## config.mk

```make
export PLATFORM = sky130hd
export DESIGN_NAME = videoTxUnit
export DESIGN_NICKNAME = d
export VERILOG_FILES = /design/src/rtl/videoPkg.sv /design/src/rtl/videoRasterIf.sv /design/src/rtl/backlightPwm.sv /design/src/rtl/videoOutStage.sv /design/src/rtl/videoPixelGen.sv /design/src/rtl/videoSyncGen.sv /design/src/rtl/videoTxUnit.sv
export SDC_FILE = /design/constraint.sdc
export NUM_CORES = 1
export LEC_CHECK = 0
export ABC_AREA = 1
export BUFFER_PORTS_ARGS = -buffer_cell sky130_fd_sc_hd__buf_4
export CORE_MARGIN = 3
export CORE_UTILIZATION = 40
export CTS_BUF_LIST = sky130_fd_sc_hd__clkbuf_2 sky130_fd_sc_hd__clkbuf_4 sky130_fd_sc_hd__clkbuf_8
export CTS_CLUSTER_SIZE = 8
export DETAILED_ROUTE_END_ITERATION = 12
export PLACE_DENSITY = 0.66
export REMOVE_ABC_BUFFERS = 1
export SYNTH_ARGS = -nofsm -noshare
export SYNTH_HDL_FRONTEND = slang
export SYNTH_HIERARCHICAL = 1
export SYNTH_SLANG_ARGS = --single-unit
```

## constraint.sdc

```tcl
create_clock -name iVideoClk -period 3.85 [get_ports iVideoClk]
set_clock_uncertainty 0.2 [all_clocks]
set_input_delay 0.5775 -clock iVideoClk [delete_from_list [all_inputs] [get_ports iVideoClk]]
set_output_delay 0.5775 -clock iVideoClk [all_outputs]
set_load 0.01 [all_outputs]
```

## src/rtl/videoPkg.sv

```systemverilog
// Video transmit shared definitions
package videoPkg;

	// ------------------------------------------------------------------------
	// Raster geometry
	// ------------------------------------------------------------------------

	// Horizontal count and timing width
	localparam int lpHWidth = 11;

	// Vertical count and timing width
	localparam int lpVWidth = 11;

	// ------------------------------------------------------------------------
	// Pipeline and backlight
	// ------------------------------------------------------------------------

	// Cycles from raster position to pixel colour
	localparam int lpPixelLatency = 2;

	// Backlight duty and period counter width
	localparam int lpBlWidth = 8;

	// ------------------------------------------------------------------------
	// Types
	// ------------------------------------------------------------------------

	// Test pattern select
	typedef enum logic [1:0]
	{
		patSolid     = 2'd0,
		patColorBars = 2'd1,
		patGradient  = 2'd2,
		patChecker   = 2'd3
	} videoPatternE;

	// RGB444 pixel, red in the top nibble
	typedef struct packed
	{
		logic [3:0] r;
		logic [3:0] g;
		logic [3:0] b;
	} rgbT;

endpackage

```

## src/rtl/videoRasterIf.sv

```systemverilog
// Raster position and timing bus
`timescale 1ns/10ps

interface videoRasterIf
	import videoPkg::*;
();

	// Current raster position
	logic [lpHWidth-1:0] hCount;
	logic [lpVWidth-1:0] vCount;

	// Timing levels, all active high
	logic hSync;
	logic vSync;
	logic de;

	// Single cycle pulse at position 0,0
	logic frameStart;

	// Sync generator side
	modport source (output hCount, vCount, hSync, vSync, de, frameStart);

	// Pattern pipeline needs the position and frame boundary
	modport pixel (input hCount, vCount, de, frameStart);

	// Output stage only sees the levels
	modport timing (input hSync, vSync, de);

endinterface

```

## src/rtl/backlightPwm.sv

```systemverilog
// Backlight dimming PWM
`timescale 1ns/10ps

module backlightPwm
	import videoPkg::*;
(
	input  logic                 iVideoClk,
	input  logic                 arstN,
	input  logic [lpBlWidth-1:0] iDuty,
	output logic                 pwm
);

	// ------------------------------------------------------------------------
	// Period counter and duty
	// ------------------------------------------------------------------------

	logic [lpBlWidth-1:0] periodCnt;
	logic [lpBlWidth-1:0] dutyReg;
	logic [lpBlWidth-1:0] dutyNow;

	// New duty takes effect right at period start
	assign dutyNow = (periodCnt == '0) ? iDuty : dutyReg;

	always_ff @(posedge iVideoClk or negedge arstN)
	begin
		if (!arstN)
		begin
			periodCnt <= '0;
			dutyReg   <= '0;
		end
		else
		begin
			// Wraps after 255
			periodCnt <= periodCnt + 1'b1;
			if (periodCnt == '0)
				dutyReg <= iDuty;
		end
	end

	// ------------------------------------------------------------------------
	// Output compare
	// ------------------------------------------------------------------------

	// Zero duty never goes high
	always_ff @(posedge iVideoClk or negedge arstN)
	begin
		if (!arstN)
			pwm <= 1'b0;
		else
			pwm <= (periodCnt < dutyNow);
	end

endmodule

```

## src/rtl/videoOutStage.sv

```systemverilog
// Panel output stage
`timescale 1ns/10ps

module videoOutStage
	import videoPkg::*;
(
	input  logic        iVideoClk,
	input  logic        arstN,
	videoRasterIf.timing raster,
	input  rgbT         pixel,
	output logic        hSync,
	output logic        vSync,
	output logic        de,
	output rgbT         color
);

	// ------------------------------------------------------------------------
	// Sync delay line
	// ------------------------------------------------------------------------

	// Bit 2 hSync, bit 1 vSync, bit 0 de
	logic [2:0]                          syncIn;
	logic [lpPixelLatency-1:0][2:0]      syncDly;
	logic [2:0]                          syncAligned;

	assign syncIn      = {raster.hSync, raster.vSync, raster.de};
	assign syncAligned = syncDly[lpPixelLatency-1];

	// Matches the pixel pipeline depth
	always_ff @(posedge iVideoClk or negedge arstN)
	begin
		if (!arstN)
			syncDly <= '0;
		else
			syncDly <= {syncDly[lpPixelLatency-2:0], syncIn};
	end

	// ------------------------------------------------------------------------
	// Pin registers
	// ------------------------------------------------------------------------

	// All pins leave from flops
	always_ff @(posedge iVideoClk or negedge arstN)
	begin
		if (!arstN)
		begin
			hSync <= 1'b0;
			vSync <= 1'b0;
			de    <= 1'b0;
			color <= '0;
		end
		else
		begin
			hSync <= syncAligned[2];
			vSync <= syncAligned[1];
			de    <= syncAligned[0];
			// Colour forced dark in blanking
			if (syncAligned[0])
				color <= pixel;
			else
				color <= '0;
		end
	end

endmodule

```

## src/rtl/videoPixelGen.sv

```systemverilog
// Test pattern pixel pipeline
`timescale 1ns/10ps

module videoPixelGen
	import videoPkg::*;
(
	input  logic         iVideoClk,
	input  logic         arstN,
	videoRasterIf.pixel  raster,
	input  videoPatternE iPattern,
	input  rgbT          iSolidColor,
	output rgbT          pixel
);

	// ------------------------------------------------------------------------
	// Stage one
	// ------------------------------------------------------------------------

	// Pattern held for the whole frame
	videoPatternE patternReg;
	rgbT          solidReg;

	// Only the low position bits feed any pattern
	logic [5:0] hPos;
	logic [3:0] vPos;
	logic       dePos;

	// Control, latched on frame start only
	always_ff @(posedge iVideoClk or negedge arstN)
	begin
		if (!arstN)
		begin
			patternReg <= patSolid;
			dePos      <= 1'b0;
		end
		else
		begin
			dePos <= raster.de;
			if (raster.frameStart)
				patternReg <= iPattern;
		end
	end

	// Payload, no reset
	always_ff @(posedge iVideoClk)
	begin
		hPos <= raster.hCount[5:0];
		vPos <= raster.vCount[3:0];
		if (raster.frameStart)
			solidReg <= iSolidColor;
	end

	// ------------------------------------------------------------------------
	// Stage two
	// ------------------------------------------------------------------------

	rgbT        colorNext;
	logic [2:0] barIdx;
	logic [3:0] gradSum;
	logic       checkerOn;

	always_comb
	begin
		// Eight bars, eight pixels wide
		barIdx    = hPos[5:3];
		gradSum   = hPos[3:0] + vPos[3:0];
		checkerOn = hPos[3] ^ vPos[3];
		case (patternReg)
			patSolid:
				colorNext = solidReg;
			patColorBars:
			begin
				colorNext.r = {4{barIdx[2]}};
				colorNext.g = {4{barIdx[1]}};
				colorNext.b = {4{barIdx[0]}};
			end
			patGradient:
			begin
				colorNext.r = hPos[3:0];
				colorNext.g = vPos;
				colorNext.b = gradSum;
			end
			default:
				// 8x8 checker board
				colorNext = checkerOn ? 12'hfff : 12'h000;
		endcase
	end

	// Blank outside active area already here
	always_ff @(posedge iVideoClk)
	begin
		pixel <= dePos ? colorNext : '0;
	end

endmodule

```

## src/rtl/videoSyncGen.sv

```systemverilog
// Raster sync generator
`timescale 1ns/10ps

module videoSyncGen
	import videoPkg::*;
(
	input  logic                iVideoClk,
	input  logic                arstN,
	input  logic                iVideoEn,
	input  logic [lpHWidth-1:0] iHActive,
	input  logic [lpHWidth-1:0] iHSyncStart,
	input  logic [lpHWidth-1:0] iHSyncEnd,
	input  logic [lpHWidth-1:0] iHTotal,
	input  logic [lpVWidth-1:0] iVActive,
	input  logic [lpVWidth-1:0] iVSyncStart,
	input  logic [lpVWidth-1:0] iVSyncEnd,
	input  logic [lpVWidth-1:0] iVTotal,
	videoRasterIf.source        raster
);

	// ------------------------------------------------------------------------
	// Next raster position
	// ------------------------------------------------------------------------

	// Set one cycle after enable, so the first enabled cycle shows 0,0
	logic videoRun;

	logic [lpHWidth-1:0] nextH;
	logic [lpVWidth-1:0] nextV;
	logic                hWrap;

	always_comb
	begin
		hWrap = (raster.hCount == iHTotal - 1'b1);
		nextH = raster.hCount;
		nextV = raster.vCount;
		if (!videoRun)
		begin
			// Restart from the origin
			nextH = '0;
			nextV = '0;
		end
		else if (hWrap)
		begin
			nextH = '0;
			// Line done, step the frame counter
			if (raster.vCount == iVTotal - 1'b1)
				nextV = '0;
			else
				nextV = raster.vCount + 1'b1;
		end
		else
		begin
			nextH = raster.hCount + 1'b1;
		end
	end

	// ------------------------------------------------------------------------
	// Registered position and timing levels
	// ------------------------------------------------------------------------

	// Levels are compared on the next position so they line up with counts
	always_ff @(posedge iVideoClk or negedge arstN)
	begin
		if (!arstN)
		begin
			videoRun          <= 1'b0;
			raster.hCount     <= '0;
			raster.vCount     <= '0;
			raster.hSync      <= 1'b0;
			raster.vSync      <= 1'b0;
			raster.de         <= 1'b0;
			raster.frameStart <= 1'b0;
		end
		else if (!iVideoEn)
		begin
			// Parked at origin, everything inactive
			videoRun          <= 1'b0;
			raster.hCount     <= '0;
			raster.vCount     <= '0;
			raster.hSync      <= 1'b0;
			raster.vSync      <= 1'b0;
			raster.de         <= 1'b0;
			raster.frameStart <= 1'b0;
		end
		else
		begin
			videoRun          <= 1'b1;
			raster.hCount     <= nextH;
			raster.vCount     <= nextV;
			raster.hSync      <= (nextH >= iHSyncStart) && (nextH < iHSyncEnd);
			raster.vSync      <= (nextV >= iVSyncStart) && (nextV < iVSyncEnd);
			raster.de         <= (nextH < iHActive) && (nextV < iVActive);
			raster.frameStart <= (nextH == '0) && (nextV == '0);
		end
	end

endmodule

```

## src/rtl/videoTxUnit.sv

```systemverilog
// TFT video transmit unit
`timescale 1ns/10ps

module videoTxUnit
	import videoPkg::*;
(
	input  logic                 iVideoClk,
	input  logic                 arstN,
	// Raster timing
	input  logic                 iVideoEn,
	input  logic [lpHWidth-1:0]  iHActive,
	input  logic [lpHWidth-1:0]  iHSyncStart,
	input  logic [lpHWidth-1:0]  iHSyncEnd,
	input  logic [lpHWidth-1:0]  iHTotal,
	input  logic [lpVWidth-1:0]  iVActive,
	input  logic [lpVWidth-1:0]  iVSyncStart,
	input  logic [lpVWidth-1:0]  iVSyncEnd,
	input  logic [lpVWidth-1:0]  iVTotal,
	// Content and dimming
	input  videoPatternE         iPattern,
	input  rgbT                  iSolidColor,
	input  logic [lpBlWidth-1:0] iBlDuty,
	// Panel pins
	output logic [3:0]           oTftColorR,
	output logic [3:0]           oTftColorG,
	output logic [3:0]           oTftColorB,
	output logic                 oTftDclk,
	output logic                 oTftHSync,
	output logic                 oTftVSync,
	output logic                 oTftDe,
	output logic                 oTftBackLight
);

	// ------------------------------------------------------------------------
	// Raster, pattern and output path
	// ------------------------------------------------------------------------

	videoRasterIf raster ();

	rgbT pixelColor;
	rgbT pinColor;

	videoSyncGen i_videoSyncGen (
		.iVideoClk   (iVideoClk),
		.arstN       (arstN),
		.iVideoEn    (iVideoEn),
		.iHActive    (iHActive),
		.iHSyncStart (iHSyncStart),
		.iHSyncEnd   (iHSyncEnd),
		.iHTotal     (iHTotal),
		.iVActive    (iVActive),
		.iVSyncStart (iVSyncStart),
		.iVSyncEnd   (iVSyncEnd),
		.iVTotal     (iVTotal),
		.raster      (raster.source)
	);

	// Runs beside the sync generator on the same position
	videoPixelGen i_videoPixelGen (
		.iVideoClk   (iVideoClk),
		.arstN       (arstN),
		.raster      (raster.pixel),
		.iPattern    (iPattern),
		.iSolidColor (iSolidColor),
		.pixel       (pixelColor)
	);

	videoOutStage i_videoOutStage (
		.iVideoClk (iVideoClk),
		.arstN     (arstN),
		.raster    (raster.timing),
		.pixel     (pixelColor),
		.hSync     (oTftHSync),
		.vSync     (oTftVSync),
		.de        (oTftDe),
		.color     (pinColor)
	);

	// ------------------------------------------------------------------------
	// Backlight
	// ------------------------------------------------------------------------

	backlightPwm i_backlightPwm (
		.iVideoClk (iVideoClk),
		.arstN     (arstN),
		.iDuty     (iBlDuty),
		.pwm       (oTftBackLight)
	);

	// Split colour onto pins, pixel clock straight through
	assign oTftColorR = pinColor.r;
	assign oTftColorG = pinColor.g;
	assign oTftColorB = pinColor.b;
	assign oTftDclk   = iVideoClk;

endmodule

```

# Yosys cells after proc, flatten, opt, wreduce, memory -nomap -nowiden

Index checks and enable logic that the tools add are counted.

Register bits: 102
Input bits: 113

$add $sub $neg: 6
Magnitude comparators: 7
Equality and inequality tests: 4
Multiplexer cells: 16
Bitwise operators: 1
Reductions and logical operators: 8

Operator list:

| cell                                                                  | count |
|---|---|
| 11-bit 2-to-1 mux                                                     | 7 |
| 11-bit < comparator                                                   | 4 |
| 12-bit case mux with 3 select lines                                   | 1 |
| 12-bit 2-to-1 mux                                                     | 2 |
| 11-bit by 1-bit adder with 11-bit output, second input constant       | 2 |
| 11-bit equality test                                                  | 2 |
| 11-bit greater-or-equal comparator                                    | 2 |
| 11-bit logical NOT                                                    | 2 |
| 11-bit by 1-bit subtractor with 11-bit output, second input constant  | 2 |
| 8-bit by 1-bit adder with 8-bit output, second input constant         | 1 |
| 8-bit logical NOT                                                     | 1 |
| 8-bit < comparator                                                    | 1 |
| 8-bit 2-to-1 mux                                                      | 1 |
| 1-bit 2-to-1 mux                                                      | 5 |
| 4-bit adder                                                           | 1 |
| 1-bit logical AND                                                     | 4 |
| 2-bit by 1-bit equality test with 1-bit output, second input constant | 1 |
| 2-bit equality test, second input constant                            | 1 |
| 2-bit logical NOT                                                     | 1 |
| 1-bit bitwise XOR                                                     | 1 |

# Longest topological paths before layout

Gate-level depths: netlist (run 1).

Word-level depth: 8
Mapped depth: 28

# By module

Netlist (run 1), hierarchy kept.

Modules (own cells, without submodules):

| module        | instances | cells an instance | area each (sq um) | seq. area each (sq um) |
|---|---|---|---|---|
| videoSyncGen  | 1         | 685               | 4266.6            | 675.6 |
| videoPixelGen | 1         | 111               | 1282.5            | 875.8 |
| backlightPwm  | 1         | 97                | 897.1             | 425.4 |
| videoOutStage | 1         | 46                | 626.9             | 525.5 |
| videoTxUnit   | 1         | 1                 | 7.5               | 0.0 |

==> results of run 1 <==
[kinds of logic after synthesis]
family | share of synthesized area [%]
buffers and inverters | 11.2
muxes | 0.159
xor gates and xnor gates | 2.97
AOI/OAI and AO/OA | 6.86
DFF | 35.3
and+or+nand+nor | 30.0
adders and majority gates | 13.5
[worst paths after layout]
kind                                                      startpoint                                  endpoint  depth (start not counted)
setup / recovery           i_videoSyncGen/raster.hCount[0]$_DFF_PN0_     i_videoSyncGen/raster.hSync$_DFF_PN0_                         22
hold / removal                                                 arstN        i_videoOutStage/color[8]$_DFF_PN0_                          1
setup reg to reg           i_videoSyncGen/raster.hCount[0]$_DFF_PN0_     i_videoSyncGen/raster.hSync$_DFF_PN0_                         22
hold reg to reg                 i_videoOutStage/syncDly[2]$_DFF_PN0_  i_videoOutStage/syncAligned[2]$_DFF_PN0_                          0
max in group asynchronous                                      arstN     i_videoSyncGen/raster.hSync$_DFF_PN0_                          1
min in group iVideoClk                                iSolidColor[0]     i_videoPixelGen/solidReg[0]$_DFFE_PP_                          1
[cell usage in the layout, fill, tap and decap left out, types with 4 or more instances in the layout]
cell,instances
buf_4,142
a21oi_1,26
xnor2_1,5
nand3_2,4
a41oi_1,10
nor3_1,18
inv_1,178
nor2_4,4
clkbuf_8,12
nand2_4,4
dfxtp_1,22
xor2_1,19
nand2_1,219
o21ai_1,6
nand2_2,12
nor2_1,68
o21ai_0,17
or2_2,5
nand4_1,22
a211oi_1,4
nand3_1,73
ha_1,75
dfrtp_1,68
edfxtp_1,12
nor2_2,15
inv_2,11
[metal layers]
layer | routed length (microns) | track usage, % | up-vias
li1 | - | - | 3309
met1 | 8100 | 25.1 | 2851
met2 | 7940 | 29.9 | 182
met3 | 992 | 3.59 | 11
met4 | 154 | 4.99 | 0
met5 | 0 | 0 | -
[power breakdown]
part | total [mW] | internal [mW] | switching (mW)
logic | 0.348 | 0.160 | 0.188
registers | 1.15 | 1.12 | 0.0255
clock network | 0.734 | 0.325 | 0.409
[sequential cells by signal (all words and copies together) (netlist names), 3 cells and up]
signal                        cells
i_videoOutStage/color            12
i_videoPixelGen/pixel            12
i_videoPixelGen/solidReg         12
i_videoSyncGen/raster.hCount     11
i_videoSyncGen/raster.vCount     11
i_backlightPwm/dutyReg            8
i_backlightPwm/periodCnt          8
i_videoPixelGen/hPos              6
i_videoPixelGen/vPos              4
i_videoOutStage/syncAligned       3
i_videoOutStage/syncDly           3
[final cells by class]
cell class / count / area (sq um) / share of cell area, %
Inverter: 193 / 727 / 8.46
Clock inverter: 6 / 43.8 / 0.510
Timing Repair Buffer: 142 / 1070 / 12.4
Tap cell: 225 / 282 / 3.28
Multi-Input combinational cell: 637 / 3790 / 44.1
Clock buffer: 14 / 180 / 2.10
Sequential cell: 102 / 2500 / 29.1
[timing repair]
item	4_1_cts	5_1_grt
endpoints found under the hold margin	1	0
resized for setup	0	0
hold buffers	1	0
[through the flow]
stage	worst slack [ns]	power, mW
final	0.397	2.23
after global routing	0.0129	2.36
after detailed placement	0.00330	1.54
after global placement	0.0483	1.54
after floorplan	0.371	1.34
after CTS	0.395	2.26
==> impl_metrics.toml, run 1 <==
[setup_path]
critPathMostFrequentCell = "nand2_1"
cp-end-kind = "flip-flop"
reg2reg_slack_ns = 0.40
crit_type = "flip-flop to flip-flop"
crit_path_max_incr_delay_ns = 0.54
critical_path_arrival_ns = 3.62
cp.buffers_inverters = 4
crit_required_ns = 4.02
startpoint_type = "flip-flop"
crit_family = "simple AND/OR/NAND/NOR gates"
path_cells = "inv_2 -> nand2_1 -> nand2_1 -> nor2_1 -> inv_1 -> nor2_1 -> nand2_1 -> nor2_2 -> nand3_4 -> nand2_4 -> inv_4 -> nand3_1 -> inv_1 -> ha_1 -> a21o_1 -> a31oi_1 -> o21ai_0 -> a21o_1 -> a21oi_1 -> o221ai_1 -> nand2_1 -> nor3_1"
crit_fanout = 9
slowest_stage = "dfrtp_1"

[clock_network]
cts_setup_buffers = 0
clk_pin_slew_ns = 0.10
cts_tree = "done"
clkLatencyLatePin_ns = 0.49

[worst_hold_path]
hold_path.class = "input port to async pin"

[global_route]
antenna_found_initial = 0
overflow = 0
grt_pass1_wl_mm = 29.3
grt_pass1_vias = 6268
grt_max_degree = 69
track_usage_pct = 18.4

[finish]
fin_util_pct = 49.7
final_cells = 1319
area_growth_pct = 21.3
final_area_sq_um = 8590
diodes = 0
nNetsFinal = 1278
fill_cells = 1725
drive_above_1_share_pct = 20.6

[synth]
ys.flop_type = "dfrtp_1"
yosys-top-cells-area = "dfrtp_1 (24%), ha_1 (13%), nand2_1 (12%), inv_1 (9.4%), dfxtp_1 (6.2%)"
syn-mean-instance-area_sq_um = 7.53
synth_top_area_share_pct = 24.0
ys_warn_count = 6
synthCells = 940
yosysMostFrequentCell = "nand2_1"
syn_area_sq_um = 7080
synth_enable_flop_cells = 12
ys_async_sr_fraction_pct = 66.7
synthTopCellsByCount = "nand2_1 (219), inv_1 (178), ha_1 (75), nand3_1 (73)"
ys_types = 53
yosys.area.top_type = "dfrtp_1"
ys_ff_latch = 102
seq_area_frac_synth_pct = 35.3

[drt]
vias = 6353
firstDrtPassIters = 5
routed_via_density = 4.82
first_iter_violations = 285
wl_mm = 17.2
drcViolationCount = 0
drtAntennaViolNets = 0
avgRoutedWirePerCell_microns = 13.0

[timing]
rsz0062_at_grt = "false"
maxSlewHeadroom_pct = 40.0
fin_setup_tns_ns = 0
fmax_mhz = 290
setup_viol = 0
hold_ws_ns = -0.0184
worst_slew_pin_slew_ns = 0.900
fin_crit_sh_pct = 89.7
period_minus_slack_ns = 3.45
finalHoldViolCount = 10
drv_slew = 0

[die]
io_pins = 130
start_util_pct = 40.9
core-area_sq_um = 17300
die_h_microns = 139
die_w_microns = 139
die-area_sq_um = 19300
num_rows = 48

[placement]
placed_area_sq_um = 8360
port_buffers = 129
dp.cells = 1299
dp_hpwl_mm = 14.0
gp_congestion = 0.876

[power_and_ir_drop]
peakVddDrop_uv = 224
p_per_area_nw_per_um2 = 260
p_leak_nw = 4.79

[outcome]
status = "finished with violations"
violations = "hold timing"

[flow_run]
cap_viol_max_count = 0
Note: power is estimated with default switching activity, not from simulation.
==> inputs of run 2 (changes only) <==
--- a/config.mk
+++ b/config.mk
@@ -12,6 +12,7 @@
 export CTS_BUF_LIST = sky130_fd_sc_hd__clkbuf_2 sky130_fd_sc_hd__clkbuf_4 sky130_fd_sc_hd__clkbuf_8
 export CTS_CLUSTER_SIZE = 8
 export DETAILED_ROUTE_END_ITERATION = 12
+export HOLD_SLACK_MARGIN = 0.05
 export PLACE_DENSITY = 0.66
 export REMOVE_ABC_BUFFERS = 1
 export SYNTH_ARGS = -nofsm -noshare
==> run 2 against run 1 <==
Net effect: the flow now finishes without violations; non-clock buffer count is 13 higher; sequential cell count stayed put; worst hold slack better by 0.11 ns; die area stayed put; power grew 0.29%; clock-buffer cell count unchanged; first-iteration DRC count is 4.6% higher; global-route usage is 0.094 points higher; critical endpoint unchanged; clock power decreased by 0.5%; design area is 1.5% higher.
==> impl_metrics.toml, run 2 (synthesized netlist as in run 1, its figures left out) <==
[timing]
fmax_mhz = 289
timing.final.ws_setup_ns = 0.386
finalHoldViolCount = 0
fin_setup_tns_ns = 0
maxSlewHeadroom_pct = 40.6
hold_ws_ns = 0.0962
rsz0062_at_grt = "false"
period_minus_slack_ns = 3.46
fin_crit_sh_pct = 90.0
worst_slew_pin_slew_ns = 0.891
setup_viol = 0
drv_slew = 0

[setup_path]
startpoint_type = "flip-flop"
crit_required_ns = 4.02
critical_path_arrival_ns = 3.63
r2r_end = "i_videoSyncGen/raster.hSync$_DFF_PN0_"
r2r-start = "i_videoSyncGen/raster.hCount[0]$_DFF_PN0_"
ff2ff_path_depth = 22
crit_fanout = 9
cp-end-kind = "flip-flop"
crit_type = "flip-flop to flip-flop"
reg2reg_slack_ns = 0.39

[global_route]
overflow = 0
antenna_found_initial = 0
top_usage_layer = "met2"
grt_pass1_wl_mm = 29.5
grt_max_degree = 69
grt_use_met2_pct = 30.1
met1_usage_pct = 25.2
track_usage_pct = 18.5
grtUsageMet3_pct = 3.52
grt_pass1_vias = 6327

[finish]
nNetsFinal = 1291
top_regs = "i_videoOutStage/color x12, i_videoPixelGen/pixel x12, i_videoPixelGen/solidReg x12"
diodes = 0
layout_commonest_cell = "nand2_1"
drive_above_1_share_pct = 20.3
final_cell_mix = "nand2_1 (219), inv_1 (178), buf_4 (142)"
fill_cells = 1711
area_growth_pct = 23.2

[worst_hold_path]
whs_path_depth = 3
min_from = "iPattern[1]"
hold-path-endpoint = "i_videoPixelGen/patternReg[1]$_DFFE_PN0P_"
hold_path.class = "input port to flip-flop"

[clock_network]
cts_resized = 0
cts_setup_buffers = 0
ctsHoldBuffers = 12
clk_pin_slew_ns = 0.10
clkLatencyLatePin_ns = 0.48
cts_tree = "done"

[drt]
vias = 6379
firstDrtPassIters = 6
first_iter_violations = 298
drcViolationCount = 0
drtAntennaViolNets = 0
routed_via_density = 4.79
wl_mm = 17.3
avgRoutedWirePerCell_microns = 13.0

[placement]
dp_hpwl_mm = 14.0
port_buffers = 129
place_ws_ns = 0.00330
gp_congestion = 0.876

[die]
die_h_microns = 139
num_rows = 48
die_w_microns = 139
start_util_pct = 40.9
die-area_sq_um = 19300
io_pins = 130
core-area_sq_um = 17300

[flow_run]
cap_viol_max_count = 0

[power_and_ir_drop]
p_per_area_nw_per_um2 = 256
peakVddDrop_uv = 225
p_leak_nw = 4.84

[outcome]
status = "finished clean"
-- run 2: per-layer routing --
| layer | share of wire, % | wire length [microns] |
|---|---|---|
| met1 | 47 | 8190 |
| met2 | 46 | 7980 |
| met3 | 5.3 | 923 |
| met4 | 0.90 | 156 |
| met5 | 0 | 0 |
-- run 2: area by class of cell --
cell class,count,area (sq um),area share [%]
multi-input cells,637,3790,43.4
flip-flops and latches,102,2500,28.7
repair buffers,155,1200,13.7
inverters,193,727,8.34
well taps,225,282,3.23
clock buffers,14,180,2.07
clock inverters,6,43.8,0.502
-- run 2: worst max path at each step --
stage	startpoint	to
after CTS	i_videoSyncGen/raster.hCount[0]$_DFF_PN0_	i_videoSyncGen/raster.hSync$_DFF_PN0_
after global routing	i_videoSyncGen/raster.hCount[0]$_DFF_PN0_	i_videoSyncGen/raster.hSync$_DFF_PN0_
after floorplan	iHTotal[0]	i_videoSyncGen/raster.hSync$_DFF_PN0_
final	i_videoSyncGen/raster.hCount[0]$_DFF_PN0_	i_videoSyncGen/raster.hSync$_DFF_PN0_
after global placement	iHTotal[0]	i_videoSyncGen/raster.vSync$_DFF_PN0_
after detailed placement	iHTotal[0]	i_videoSyncGen/raster.hSync$_DFF_PN0_
-- run 2: worst max-delay path, stage by stage, from the launching register on --
cell	delay (ns)
dfrtp_1	0.54
inv_2	0.11
nand2_1	0.08
nand2_1	0.06
nor2_1	0.15
inv_1	0.07
nor2_1	0.10
nand2_1	0.07
nor2_2	0.12
nand3_4	0.11
nand2_4	0.16
inv_4	0.08
nand3_1	0.12
inv_1	0.11
ha_1	0.32
a21o_1	0.17
a31oi_1	0.15
o21ai_0	0.10
a21o_1	0.17
a21oi_1	0.12
o221ai_1	0.12
nand2_1	0.07
nor3_1	0.04
-- run 2: power by group --
group / leakage, nW / internal [mW] / switching [mW]
logic: 3.54 / 0.169 / 0.189
registers: 1.18 / 1.12 / 0.0256
clock network: 0.117 / 0.325 / 0.405
-- run 2: through the flow --
stage          cells  utilization (%)  area [sq um]  power [mW]
2_1_floorplan    932                -          7020        1.34
3_3_place_gp    1299             48.4          8360        1.54
3_5_place_dp    1299             48.4          8360        1.54
4_1_cts         1330             50.3          8700        2.27
5_1_grt         1332             50.4          8720        2.37
6_report        1332             50.4          8720        2.24
